`src/logic/isaPkg.sv`:
```
package isaPkg;

	// primary opcode, bits 31:26
	typedef enum logic [5:0] {
		SPECIAL = 6'h00,
		J       = 6'h02,
		BEQ     = 6'h04,
		BNE     = 6'h05,
		ADDIU   = 6'h09,
		ANDI    = 6'h0c,
		ORI     = 6'h0d,
		LUI     = 6'h0f
	} opcodeE;

	// function field of SPECIAL, bits 5:0
	typedef enum logic [5:0] {
		SLL  = 6'h00,
		SRL  = 6'h02,
		ADDU = 6'h21,
		SUBU = 6'h23,
		AND  = 6'h24,
		OR   = 6'h25,
		XOR  = 6'h26,
		SLT  = 6'h2a
	} functE;

	typedef enum logic [3:0] {
		ALU_ADD,
		ALU_SUB,
		ALU_AND,
		ALU_OR,
		ALU_XOR,
		ALU_SLT,
		ALU_SLL,
		ALU_SRL,
		ALU_LUI,
		ALU_PASS
	} aluOpE;

	typedef enum logic [1:0] {
		BR_NONE,
		BR_EQ,
		BR_NE,
		BR_JUMP
	} branchKindE;

	// instruction field positions
	localparam int OP_HI     = 31;
	localparam int OP_LO     = 26;
	localparam int RS_HI     = 25;
	localparam int RS_LO     = 21;
	localparam int RT_HI     = 20;
	localparam int RT_LO     = 16;
	localparam int RD_HI     = 15;
	localparam int RD_LO     = 11;
	localparam int SHAMT_HI  = 10;
	localparam int SHAMT_LO  = 6;
	localparam int FUNCT_HI  = 5;
	localparam int FUNCT_LO  = 0;
	localparam int IMM_HI    = 15;
	localparam int IMM_LO    = 0;
	localparam int TARGET_HI = 25;
	localparam int TARGET_LO = 0;

endpackage

```
`src/logic/pipePkg.sv`:
```
package pipePkg;

	localparam int WORD_W = 32;
	localparam int REG_COUNT = 32;

	// input queue size, equal to the credits the source starts with
	localparam int QUEUE_DEPTH = 4;
	localparam int QUEUE_PTR_W = $clog2(QUEUE_DEPTH);

	// output credits granted after reset
	localparam int RESULT_CREDITS = 2;

	typedef logic [WORD_W-1:0] word_t;
	typedef logic [$clog2(REG_COUNT)-1:0] regIdx_t;

	// wide enough for queue occupancy and output credits
	typedef logic [2:0] creditCount_t;

endpackage

```
`src/logic/coreTop.sv`:
```
`timescale 1ns/1ns

module coreTop (
	input logic clk,
	input logic rstN,
	input logic instrValid,
	input pipePkg::word_t instrPc,
	input pipePkg::word_t instrWord,
	output logic instrCredit,
	input logic resultCredit,
	output logic resultValid,
	output pipePkg::word_t resultPc,
	output pipePkg::regIdx_t resultDest,
	output pipePkg::word_t resultValue,
	output logic resultTaken,
	output pipePkg::word_t resultTarget,
	output logic resultReserved
);
	import pipePkg::*;
	import isaPkg::*;

	logic qValid;
	logic qPop;
	word_t qPc;
	word_t qWord;
	regIdx_t rdAddrA;
	regIdx_t rdAddrB;
	word_t rdDataA;
	word_t rdDataB;
	logic stall;

	// decode register
	logic dValid;
	word_t dPc;
	aluOpE dAluOp;
	word_t dOpA;
	word_t dOpB;
	regIdx_t dDest;
	logic dTaken;
	word_t dTarget;
	logic dReserved;

	// execute register
	logic eValid;
	word_t ePc;
	regIdx_t eDest;
	word_t eValue;
	logic eTaken;
	word_t eTarget;
	logic eReserved;

	// writeback
	logic wrEn;
	regIdx_t wrAddr;
	word_t wrData;

	instrQueue uQueue (
		.clk(clk),
		.rstN(rstN),
		.instrValid(instrValid),
		.instrPc(instrPc),
		.instrWord(instrWord),
		.qPop(qPop),
		.qValid(qValid),
		.qPc(qPc),
		.qWord(qWord),
		.instrCredit(instrCredit)
	);

	regFile uRegFile (
		.clk(clk),
		.rdAddrA(rdAddrA),
		.rdAddrB(rdAddrB),
		.rdDataA(rdDataA),
		.rdDataB(rdDataB),
		.wrEn(wrEn),
		.wrAddr(wrAddr),
		.wrData(wrData)
	);

	decodeStage uDecode (
		.clk(clk),
		.rstN(rstN),
		.qValid(qValid),
		.qPc(qPc),
		.qWord(qWord),
		.qPop(qPop),
		.rdAddrA(rdAddrA),
		.rdAddrB(rdAddrB),
		.rdDataA(rdDataA),
		.rdDataB(rdDataB),
		.eValid(eValid),
		.eDest(eDest),
		.eValue(eValue),
		.wrEn(wrEn),
		.wrAddr(wrAddr),
		.wrData(wrData),
		.stall(stall),
		.dValid(dValid),
		.dPc(dPc),
		.dAluOp(dAluOp),
		.dOpA(dOpA),
		.dOpB(dOpB),
		.dDest(dDest),
		.dTaken(dTaken),
		.dTarget(dTarget),
		.dReserved(dReserved)
	);

	executeStage uExecute (
		.clk(clk),
		.rstN(rstN),
		.stall(stall),
		.dValid(dValid),
		.dPc(dPc),
		.dAluOp(dAluOp),
		.dOpA(dOpA),
		.dOpB(dOpB),
		.dDest(dDest),
		.dTaken(dTaken),
		.dTarget(dTarget),
		.dReserved(dReserved),
		.eValid(eValid),
		.ePc(ePc),
		.eDest(eDest),
		.eValue(eValue),
		.eTaken(eTaken),
		.eTarget(eTarget),
		.eReserved(eReserved)
	);

	resultStage uResult (
		.clk(clk),
		.rstN(rstN),
		.eValid(eValid),
		.ePc(ePc),
		.eDest(eDest),
		.eValue(eValue),
		.eTaken(eTaken),
		.eTarget(eTarget),
		.eReserved(eReserved),
		.stall(stall),
		.wrEn(wrEn),
		.wrAddr(wrAddr),
		.wrData(wrData),
		.resultCredit(resultCredit),
		.resultValid(resultValid),
		.resultPc(resultPc),
		.resultDest(resultDest),
		.resultValue(resultValue),
		.resultTaken(resultTaken),
		.resultTarget(resultTarget),
		.resultReserved(resultReserved)
	);

endmodule

```
`src/logic/decodeStage.sv`:
```
`timescale 1ns/1ns

module decodeStage (
	input logic clk,
	input logic rstN,
	input logic qValid,
	input pipePkg::word_t qPc,
	input pipePkg::word_t qWord,
	output logic qPop,
	output pipePkg::regIdx_t rdAddrA,
	output pipePkg::regIdx_t rdAddrB,
	input pipePkg::word_t rdDataA,
	input pipePkg::word_t rdDataB,
	input logic eValid,
	input pipePkg::regIdx_t eDest,
	input pipePkg::word_t eValue,
	input logic wrEn,
	input pipePkg::regIdx_t wrAddr,
	input pipePkg::word_t wrData,
	input logic stall,
	output logic dValid,
	output pipePkg::word_t dPc,
	output isaPkg::aluOpE dAluOp,
	output pipePkg::word_t dOpA,
	output pipePkg::word_t dOpB,
	output pipePkg::regIdx_t dDest,
	output logic dTaken,
	output pipePkg::word_t dTarget,
	output logic dReserved
);
	import pipePkg::*;
	import isaPkg::*;

	opcodeE op;
	functE funct;
	regIdx_t rs;
	regIdx_t rt;
	regIdx_t rd;
	logic [4:0] shamt;
	logic [15:0] imm;
	logic [25:0] jumpField;
	word_t pcPlus4;
	word_t signImm;
	word_t zeroImm;
	word_t opA;
	word_t opB;
	word_t srcA;
	word_t srcB;
	aluOpE aluOp;
	branchKindE branchKind;
	regIdx_t dest;
	logic reserved;
	logic usesRs;
	logic usesRt;
	logic hazard;
	logic taken;
	word_t targetAddr;

	assign op = opcodeE'(qWord[OP_HI:OP_LO]);
	assign funct = functE'(qWord[FUNCT_HI:FUNCT_LO]);
	assign rs = qWord[RS_HI:RS_LO];
	assign rt = qWord[RT_HI:RT_LO];
	assign rd = qWord[RD_HI:RD_LO];
	assign shamt = qWord[SHAMT_HI:SHAMT_LO];
	assign imm = qWord[IMM_HI:IMM_LO];
	assign jumpField = qWord[TARGET_HI:TARGET_LO];

	assign pcPlus4 = qPc + 32'd4;
	assign signImm = {{16{imm[15]}}, imm};
	assign zeroImm = {16'h0000, imm};

	assign rdAddrA = rs;
	assign rdAddrB = rt;

	// the younger execute value wins over result
	assign opA = (rs != '0 && eValid && eDest == rs) ? eValue :
		(rs != '0 && wrEn && wrAddr == rs) ? wrData : rdDataA;
	assign opB = (rt != '0 && eValid && eDest == rt) ? eValue :
		(rt != '0 && wrEn && wrAddr == rt) ? wrData : rdDataB;

	always_comb begin
		aluOp = ALU_PASS;
		branchKind = BR_NONE;
		dest = '0;
		srcA = opA;
		srcB = '0;
		reserved = 1'b0;
		usesRs = 1'b0;
		usesRt = 1'b0;
		case (op)
			SPECIAL: begin
				dest = rd;
				usesRs = 1'b1;
				usesRt = 1'b1;
				srcB = opB;
				case (funct)
					ADDU: aluOp = ALU_ADD;
					SUBU: aluOp = ALU_SUB;
					AND: aluOp = ALU_AND;
					OR: aluOp = ALU_OR;
					XOR: aluOp = ALU_XOR;
					SLT: aluOp = ALU_SLT;
					SLL, SRL: begin
						// rt is shifted by the amount carried in operand B
						aluOp = (funct == SLL) ? ALU_SLL : ALU_SRL;
						srcA = opB;
						srcB = {27'b0, shamt};
					end
					default: begin
						reserved = 1'b1;
						dest = '0;
					end
				endcase
			end
			ADDIU: begin
				aluOp = ALU_ADD;
				dest = rt;
				usesRs = 1'b1;
				srcB = signImm;
			end
			ANDI: begin
				aluOp = ALU_AND;
				dest = rt;
				usesRs = 1'b1;
				srcB = zeroImm;
			end
			ORI: begin
				aluOp = ALU_OR;
				dest = rt;
				usesRs = 1'b1;
				srcB = zeroImm;
			end
			LUI: begin
				aluOp = ALU_LUI;
				dest = rt;
				srcB = zeroImm;
			end
			BEQ: begin
				branchKind = BR_EQ;
				usesRs = 1'b1;
				usesRt = 1'b1;
			end
			BNE: begin
				branchKind = BR_NE;
				usesRs = 1'b1;
				usesRt = 1'b1;
			end
			J: branchKind = BR_JUMP;
			default: reserved = 1'b1;
		endcase
	end

	// branches resolve here on forwarded operands
	always_comb begin
		taken = 1'b0;
		targetAddr = '0;
		case (branchKind)
			BR_EQ: begin
				taken = (opA == opB);
				targetAddr = pcPlus4 + {signImm[29:0], 2'b00};
			end
			BR_NE: begin
				taken = (opA != opB);
				targetAddr = pcPlus4 + {signImm[29:0], 2'b00};
			end
			BR_JUMP: begin
				taken = 1'b1;
				targetAddr = {pcPlus4[31:28], jumpField, 2'b00};
			end
			default: taken = 1'b0;
		endcase
	end

	// producer still in the decode register has no value to forward yet
	assign hazard = dValid && (dDest != '0) &&
		((usesRs && rs == dDest) || (usesRt && rt == dDest));

	assign qPop = qValid && !stall && !hazard;

	always_ff @(posedge clk) begin
		if (!rstN) begin
			dValid <= 1'b0;
		end else if (!stall) begin
			dValid <= qPop;
		end
	end

	always_ff @(posedge clk) begin
		if (!stall) begin
			dPc <= qPc;
			dAluOp <= aluOp;
			dOpA <= srcA;
			dOpB <= srcB;
			dDest <= dest;
			dTaken <= taken;
			dTarget <= targetAddr;
			dReserved <= reserved;
		end
	end

	assert property (@(posedge clk) disable iff (!rstN) stall |-> !qPop)
		else $error("queue popped while pipeline stalled");

endmodule

```
`src/logic/executeStage.sv`:
```
`timescale 1ns/1ns

module executeStage (
	input logic clk,
	input logic rstN,
	input logic stall,
	input logic dValid,
	input pipePkg::word_t dPc,
	input isaPkg::aluOpE dAluOp,
	input pipePkg::word_t dOpA,
	input pipePkg::word_t dOpB,
	input pipePkg::regIdx_t dDest,
	input logic dTaken,
	input pipePkg::word_t dTarget,
	input logic dReserved,
	output logic eValid,
	output pipePkg::word_t ePc,
	output pipePkg::regIdx_t eDest,
	output pipePkg::word_t eValue,
	output logic eTaken,
	output pipePkg::word_t eTarget,
	output logic eReserved
);
	import pipePkg::*;
	import isaPkg::*;

	word_t aluOut;

	always_comb begin
		case (dAluOp)
			ALU_ADD: aluOut = dOpA + dOpB;
			ALU_SUB: aluOut = dOpA - dOpB;
			ALU_AND: aluOut = dOpA & dOpB;
			ALU_OR: aluOut = dOpA | dOpB;
			ALU_XOR: aluOut = dOpA ^ dOpB;
			// signed compare
			ALU_SLT: aluOut = {31'b0, $signed(dOpA) < $signed(dOpB)};
			ALU_SLL: aluOut = dOpA << dOpB[4:0];
			ALU_SRL: aluOut = dOpA >> dOpB[4:0];
			ALU_LUI: aluOut = {dOpB[15:0], 16'h0000};
			// control and reserved carry zero in operand B
			ALU_PASS: aluOut = dOpB;
			default: aluOut = '0;
		endcase
	end

	always_ff @(posedge clk) begin
		if (!rstN) begin
			eValid <= 1'b0;
		end else if (!stall) begin
			eValid <= dValid;
		end
	end

	always_ff @(posedge clk) begin
		if (!stall) begin
			ePc <= dPc;
			eDest <= dDest;
			eValue <= aluOut;
			eTaken <= dTaken;
			eTarget <= dTarget;
			eReserved <= dReserved;
		end
	end

endmodule

```
`src/logic/instrQueue.sv`:
```
`timescale 1ns/1ns

module instrQueue (
	input logic clk,
	input logic rstN,
	input logic instrValid,
	input pipePkg::word_t instrPc,
	input pipePkg::word_t instrWord,
	input logic qPop,
	output logic qValid,
	output pipePkg::word_t qPc,
	output pipePkg::word_t qWord,
	output logic instrCredit
);
	import pipePkg::*;

	word_t pcMem [QUEUE_DEPTH];
	word_t wordMem [QUEUE_DEPTH];
	logic [QUEUE_PTR_W-1:0] wrPtr;
	logic [QUEUE_PTR_W-1:0] rdPtr;
	creditCount_t count;
	logic pop;

	assign pop = qPop && qValid;
	assign qValid = (count != '0);
	assign qPc = pcMem[rdPtr];
	assign qWord = wordMem[rdPtr];

	// every freed slot hands one credit back to the source
	assign instrCredit = pop;

	always_ff @(posedge clk) begin
		if (instrValid) begin
			pcMem[wrPtr] <= instrPc;
			wordMem[wrPtr] <= instrWord;
		end
	end

	always_ff @(posedge clk) begin
		if (!rstN) begin
			wrPtr <= '0;
			rdPtr <= '0;
			count <= '0;
		end else begin
			if (instrValid) begin
				wrPtr <= wrPtr + 1'b1;
			end
			if (pop) begin
				rdPtr <= rdPtr + 1'b1;
			end
			case ({instrValid, pop})
				2'b10: count <= count + 1'b1;
				2'b01: count <= count - 1'b1;
				default: count <= count;
			endcase
		end
	end

	// source spent a credit it did not hold
	assert property (@(posedge clk) disable iff (!rstN)
		instrValid |-> count != creditCount_t'(QUEUE_DEPTH))
		else $error("instruction written into full queue");

endmodule

```
`src/logic/regFile.sv`:
```
`timescale 1ns/1ns

module regFile (
	input logic clk,
	input pipePkg::regIdx_t rdAddrA,
	input pipePkg::regIdx_t rdAddrB,
	output pipePkg::word_t rdDataA,
	output pipePkg::word_t rdDataB,
	input logic wrEn,
	input pipePkg::regIdx_t wrAddr,
	input pipePkg::word_t wrData
);
	import pipePkg::*;

	word_t regs [REG_COUNT];

	// r0 reads as zero, its storage is never written
	assign rdDataA = (rdAddrA == '0) ? '0 : regs[rdAddrA];
	assign rdDataB = (rdAddrB == '0) ? '0 : regs[rdAddrB];

	always_ff @(posedge clk) begin
		if (wrEn && (wrAddr != '0)) begin
			regs[wrAddr] <= wrData;
		end
	end

endmodule

```
`src/logic/resultStage.sv`:
```
`timescale 1ns/1ns

module resultStage (
	input logic clk,
	input logic rstN,
	input logic eValid,
	input pipePkg::word_t ePc,
	input pipePkg::regIdx_t eDest,
	input pipePkg::word_t eValue,
	input logic eTaken,
	input pipePkg::word_t eTarget,
	input logic eReserved,
	output logic stall,
	output logic wrEn,
	output pipePkg::regIdx_t wrAddr,
	output pipePkg::word_t wrData,
	input logic resultCredit,
	output logic resultValid,
	output pipePkg::word_t resultPc,
	output pipePkg::regIdx_t resultDest,
	output pipePkg::word_t resultValue,
	output logic resultTaken,
	output pipePkg::word_t resultTarget,
	output logic resultReserved
);
	import pipePkg::*;

	logic holdValid;
	creditCount_t credits;

	// record leaves only when a credit is there for it
	assign resultValid = holdValid && (credits != '0);
	assign stall = holdValid && (credits == '0);

	// one write per record, never for r0 or reserved
	assign wrEn = resultValid && (resultDest != '0) && !resultReserved;
	assign wrAddr = resultDest;
	assign wrData = resultValue;

	always_ff @(posedge clk) begin
		if (!rstN) begin
			holdValid <= 1'b0;
		end else if (!stall) begin
			holdValid <= eValid;
		end
	end

	always_ff @(posedge clk) begin
		if (!stall) begin
			resultPc <= ePc;
			resultDest <= eDest;
			resultValue <= eValue;
			resultTaken <= eTaken;
			resultTarget <= eTarget;
			resultReserved <= eReserved;
		end
	end

	always_ff @(posedge clk) begin
		if (!rstN) begin
			credits <= creditCount_t'(RESULT_CREDITS);
		end else begin
			case ({resultCredit, resultValid})
				2'b10: credits <= credits + 1'b1;
				2'b01: credits <= credits - 1'b1;
				default: credits <= credits;
			endcase
		end
	end

	// sink returned more credits than it was given
	assert property (@(posedge clk) disable iff (!rstN)
		credits <= creditCount_t'(RESULT_CREDITS))
		else $error("output credit counter overflow");

endmodule

```
`config.mk`:
```
export PLATFORM = sky130hd
export DESIGN_NAME = coreTop
export DESIGN_NICKNAME = d
export VERILOG_FILES = /design/src/logic/isaPkg.sv /design/src/logic/pipePkg.sv /design/src/logic/coreTop.sv /design/src/logic/decodeStage.sv /design/src/logic/executeStage.sv /design/src/logic/instrQueue.sv /design/src/logic/regFile.sv /design/src/logic/resultStage.sv
export SDC_FILE = /design/constraint.sdc
export NUM_CORES = 2
export LEC_CHECK = 0
export BUFFER_PORTS_ARGS = -buffer_cell sky130_fd_sc_hd__buf_2
export CAP_MARGIN = 20
export CORE_ASPECT_RATIO = 1.4
export CORE_MARGIN = 2
export CORE_UTILIZATION = 55
export DETAILED_ROUTE_END_ITERATION = 10
export PLACE_DENSITY = 0.71
export SYNTH_ARGS = -nofsm -noshare
export SYNTH_HDL_FRONTEND = slang
export SYNTH_SLANG_ARGS = --single-unit
```
`constraint.sdc`:
```
create_clock -name clk -period 19.8 [get_ports clk]
set_input_delay 2.97 -clock clk [delete_from_list [all_inputs] [get_ports clk]]
set_output_delay 2.97 -clock clk [all_outputs]
set_load 0.01 [all_outputs]
```
Word-level counts from Yosys, hierarchy flattened --
Memories as Yosys holds them, arrays and structs flattened. A register that Yosys moved wholly into a read port is not among the register bits. Cells that the tools add are included.
Storage, ports and cells: RAM bits 1280, input bits 68, output and inout bits 105, memories kept 3, flip-flop bits (word level) 358
Memories:
- uRegFile.regs | depth 32, bits a word 32, read ports 2, clocked after Yosys merged registers in 0, write ports 1, RTL line regFile.sv:15 | word_t regs [REG_COUNT];
- uQueue.pcMem | depth 4, bits a word 32, read ports 1, clocked after Yosys merged registers in 1, write ports 1, RTL line instrQueue.sv:17 | word_t pcMem [QUEUE_DEPTH];
- uQueue.wordMem | depth 4, bits a word 32, read ports 1, clocked after Yosys merged registers in 1, write ports 1, RTL line instrQueue.sv:18 | word_t wordMem [QUEUE_DEPTH];
Operators by class: bitwise operators 3, $add $sub $neg 10, reductions and logical operators 46, order comparisons 1, multiplexer cells 33, shifts and indexed selects 2, eq/ne operators 38
Operators with widths (number):
- $pmux W32 S10 | 1
- $mux W32 | 9
- $pmux W32 S3 | 1
- $add A32 B32 Y32 | 2
- $pmux W32 S2 | 1
- $eq A6 B6 Y1 const B | 6
- $add A32 B3 Y32 const B | 1
- $and A32 B32 Y32 | 1
- $eq A32 B32 Y1 | 1
- $lt A32 B32 Y1 | 1
- $ne A32 B32 Y1 | 1
- $or A32 B32 Y32 | 1
- $shl A32 B5 Y32 | 1
- $shr A32 B5 Y32 | 1
- $sub A32 B32 Y32 | 1
- $xor A32 B32 Y32 | 1
- $eq A5 B5 Y1 | 6
- $pmux W4 S7 | 1
- $eq A6 B4 Y1 const B | 4
- $logic_and A1 B1 Y1 | 20
- $pmux W4 S5 | 1
- $reduce_bool A5 Y1 | 4
- $eq A4 B3 Y1 const B | 4
- $eq A6 B2 Y1 const B | 2
- other kinds (31) | 61

Logic depth before layout (Yosys ltp) --
word-level depth 11, gate-level depth with buffers 26

Modules after synthesis --
A second synthesis with hierarchy kept.
Unflattened totals: cells, all modules 5705, area, all modules 83361.2 sq um
Modules (own cells, without submodules):
- regFile | area each 47929.7 sq um, sequential area each 30749.5 sq um, cells an instance 2564, instances 1
- executeStage | area each 11511.0 sq um, sequential area each 3113.0 sq um, cells an instance 1393, instances 1
- decodeStage | area each 10550.1 sq um, sequential area each 4194.0 sq um, cells an instance 1202, instances 1
- instrQueue | area each 9769.4 sq um, sequential area each 7867.5 sq um, cells an instance 380, instances 1
- resultStage | area each 3601.0 sq um, sequential area each 3173.0 sq um, cells an instance 166, instances 1

Worst setup path before layout --
No wires, ideal clock.
path type reg-to-output, start point register uResult.credits[0], end point output port instrCredit, required time 16.830 ns, cell stages (with the launch flop) 4, slack 8.023 ns, path buffers 0, arrival 8.807 ns, cells stage by stage dfxtp_1 > nor3_1 > nand2_1 > o311a_1
On the way: word-level cells in the longest chain between the ends 6
RTL lines:
- start, declared | RTL line resultStage.sv:29 | creditCount_t credits;
- start signal, assigned | RTL line resultStage.sv:61 | credits <= creditCount_t'(RESULT_CREDITS);
- start signal, assigned | RTL line resultStage.sv:64 | 2'b10: credits <= credits + 1'b1;
- start signal, assigned | RTL line resultStage.sv:65 | 2'b01: credits <= credits - 1'b1;
- $logic_not A3 Y1 | RTL line resultStage.sv:33 | assign stall = holdValid && (credits == '0);
- $logic_and A1 B1 Y1 | RTL line resultStage.sv:33
- $logic_not A1 Y1
- $logic_and A1 B1 Y1 (2 in a row) | RTL line decodeStage.sv:178 | assign qPop = qValid && !stall && !hazard;
- $logic_and A1 B1 Y1 | RTL line instrQueue.sv:24 | assign pop = qPop && qValid;
- end, declared | RTL line coreTop.sv:9 | output logic instrCredit,
Every way passes these cells.

==> flow_metrics.tcl <==
set metrics [dict create \
    status "complete, no violations" \
    syn_area_um2 82400 \
    setup_viol 0 \
    tns_ps 0 \
    tightest_slew_ps 1260 \
    io_pins 173 \
    finalCritPeriodShare 0.400 \
    die-area_um2 153000 \
    cts_resized 0 \
    die_x_um 331 \
    ant_nets 0 \
    drive_gt1_frac 0.151 \
    wl_per_cell_um 35.4 \
    fillers 11329 \
    via_per_inst 7.21 \
    num_vias 60593 \
    end_kind "flip-flop" \
    worst_clock_skew_ps 50.8 \
    slowest_stage "mux4_4" \
    yosys_warnings 0 \
    cts_tree "yes" \
    synth.avg_cell_area_um2 13.3 \
    largest_reg_flops 1024 \
    final_cell_mix "edfxtp_1, nand2_1, mux2i_1" \
    slew_headroom 0.152 \
    area_growth_pct 9.92 \
    yosysSeqAreaShare 0.596 \
    vdd_drop_max_v 0.000132 \
    worstSetupPathType "reg -> reg" \
    cts_hold_repair.buffers 0 \
    synth_cells 6203 \
    cpPeakStageDelay_ps 860 \
    core-area_um2 149000 \
    cellPowerDensity_nw_per_um2 158 \
    nNetsFinal 6515 \
    ys_async_sr_fraction 0 \
    rsz0062_at_grt "no" \
    final-hold-violation-count 0 \
    synthFlopType "edfxtp_1" \
    worstPathCellList "mux4_4, buf_12, buf_12, buf_12, buf_4, mux4_2, a22oi_1, a21oi_1, a2111oi_1, o21ai_0, o211ai_1, nand4_1, or3_1, nand4bb_1, mux2i_1" \
    start_kind "flip-flop" \
    top_register "uRegFile.regs" \
    grt_pass1_wl_um 416000 \
    clock_latency_ps 840 \
    ctsRootBufferMaster "clkbuf_16" \
    cts.sinks 1640 \
    drt_iter0_markers 9639 \
    clk_pin_slew_ps 70 \
    grt.overflow.total 0 \
    grt_pass1_vias 58423 \
    ys_ff_latch 1640 \
    netlist.area_leader.share 0.593 \
    cp.arrival_ps 8490 \
    postCtsSetupBuffers 0 \
    cts_buffers 153 \
    die-height_um 462 \
    drt_first_pass_iters 9 \
    setup_ws_ps 11880 \
    place_congestion 1.05 \
    drc_errors 0 \
    hold_path_class "reg -> reg" \
    num_rows 168 \
    total_power_mw 14.3 \
    place_ws_ps 12030 \
    critPathMaxFanout 141 \
    wl_um 297000 \
    io_buffers 172 \
    cts_buffer_depth 3 \
    synth_top_cell_by_area "edfxtp_1" \
    synth.area.top_cells "edfxtp_1, mux4_2, nand2_1" \
    grt_antenna_before_repair 22 \
    cts_htree_levels 4 \
    p_leak_nw 31.7 \
    start_util 0.552 \
    grt_max_degree 147 \
    place.detailed.hpwl_um 184000 \
    fmax_mhz 126 \
    slew_violations 0 \
    drv_cap 0 \
    synth_edf_count 1625 \
    period_minus_slack_ps 7920 \
    ys_types 96 \
    biggestRegsByFlops "uRegFile.regs: 1024 flops, uQueue.pcMem: 128 flops, uQueue.wordMem: 128 flops" \
    cp.required_ps 20370 \
    layout_commonest_cell "edfxtp_1" \
    track_usage 0.386 \
    crit_top_cell "buf_12" \
]
==> critical path, delay by kind of cell, from the launching register on <==
family | cells | cell delay, ps
AND/OR/NAND/NOR | 3 | 870
AO/OA/AOI/OAI | 5 | 1540
flip-flops | 1 | 850
multiplexers | 3 | 1600
buffers and inverters | 4 | 2410
==> layer usage <==
metal,GRT usage,share of wire,vias up
met4,0.296,0.092,18
met2,0.596,0.46,4701
li1,-,-,24606
met5,0,0.00038,-
met1,0.455,0.32,29913
met3,0.110,0.12,1355
==> cells in the mapped netlist (all sizes together) (13+ instances only) <==
master   instances
a221o           31
a22oi           90
a311o           20
mux2            13
nand3           76
o22ai           87
clkbuf         190
xnor2           74
a21o            42
a221oi          27
ha             139
a2111oi         21
inv            122
o21bai          20
o221ai          47
o211ai          37
nand2b          42
buf            254
nand4           21
nor3            64
a21oi          240
xor2            45
nor4            59
edfxtp        1625
a311oi         153
nor2b          185
a31oi           46
and3            51
nor2           297
and2            22
nand2          808
mux2i          269
a211oi         204
a32oi           23
mux4           294
or3             16
o21ai          248
dfxtp           15
a22o            16
a211o           13
==> final cells by class <==
type	instances	area (um2)	area share
Sequential cell	1640	49100	0.542
Timing Repair Buffer	358	2430	0.0269
Clock inverter	98	973	0.0108
Inverter	123	462	0.00510
Tap cell	1955	2450	0.0270
Multi-Input combinational cell	4027	31000	0.343
Antenna cell	21	52.6	0.000581
Clock buffer	180	4020	0.0444
==> report_power, final <==
group          total (mW)  internal [mW]  switching [mW]
Combinational        6.49           2.08            4.41
Clock                2.99           1.64            1.35
Sequential           4.81           4.45           0.363
Total                14.3           8.17            6.12
==> path summary, 6_finish.rpt <==
kind	startpoint	endpoint	slack (ps)	depth (start not counted)
worst max register to register	flip-flop	uDecode.dTaken$_DFFE_PN_	11880	15
worst max-delay path	flip-flop	uDecode.dTaken$_DFFE_PN_	11880	15
worst min-delay path	uExecute.eTarget[6]$_DFFE_PN_	uResult.resultTarget[6]$_DFFE_PN_	410	0
worst min register to register	uExecute.eTarget[6]$_DFFE_PN_	uResult.resultTarget[6]$_DFFE_PN_	410	0
==> metrics by stage <==
stage | cells | cell area (um2) | util | hold WS [ps]
after floorplan | 6234 | 82500 | - | 400
after global placement | 8094 | 85300 | 0.572 | 401
after detailed placement | 8098 | 85300 | 0.572 | 405
after CTS | 8376 | 90300 | 0.605 | 415
after global routing | 8387 | 90500 | 0.606 | 418
final | 8402 | 90500 | 0.607 | 411
==> logic make-up (layout without fill, tap and decap cells) <==
family                   after synthesis  in the layout  synth area share
AND/OR/NAND/NOR                     1681           1681            0.0931
flip-flops                          1640           1640             0.596
AO/OA/AOI/OAI                       1475           1475             0.126
multiplexers                         576            576             0.116
buffers and inverters                567            759            0.0334
adder cells (fa/ha/maj)              144            144            0.0223
XOR/XNOR                             119            119            0.0127
other                                  1             53         0.0000455
Note: power is estimated with default switching activity, not from simulation.
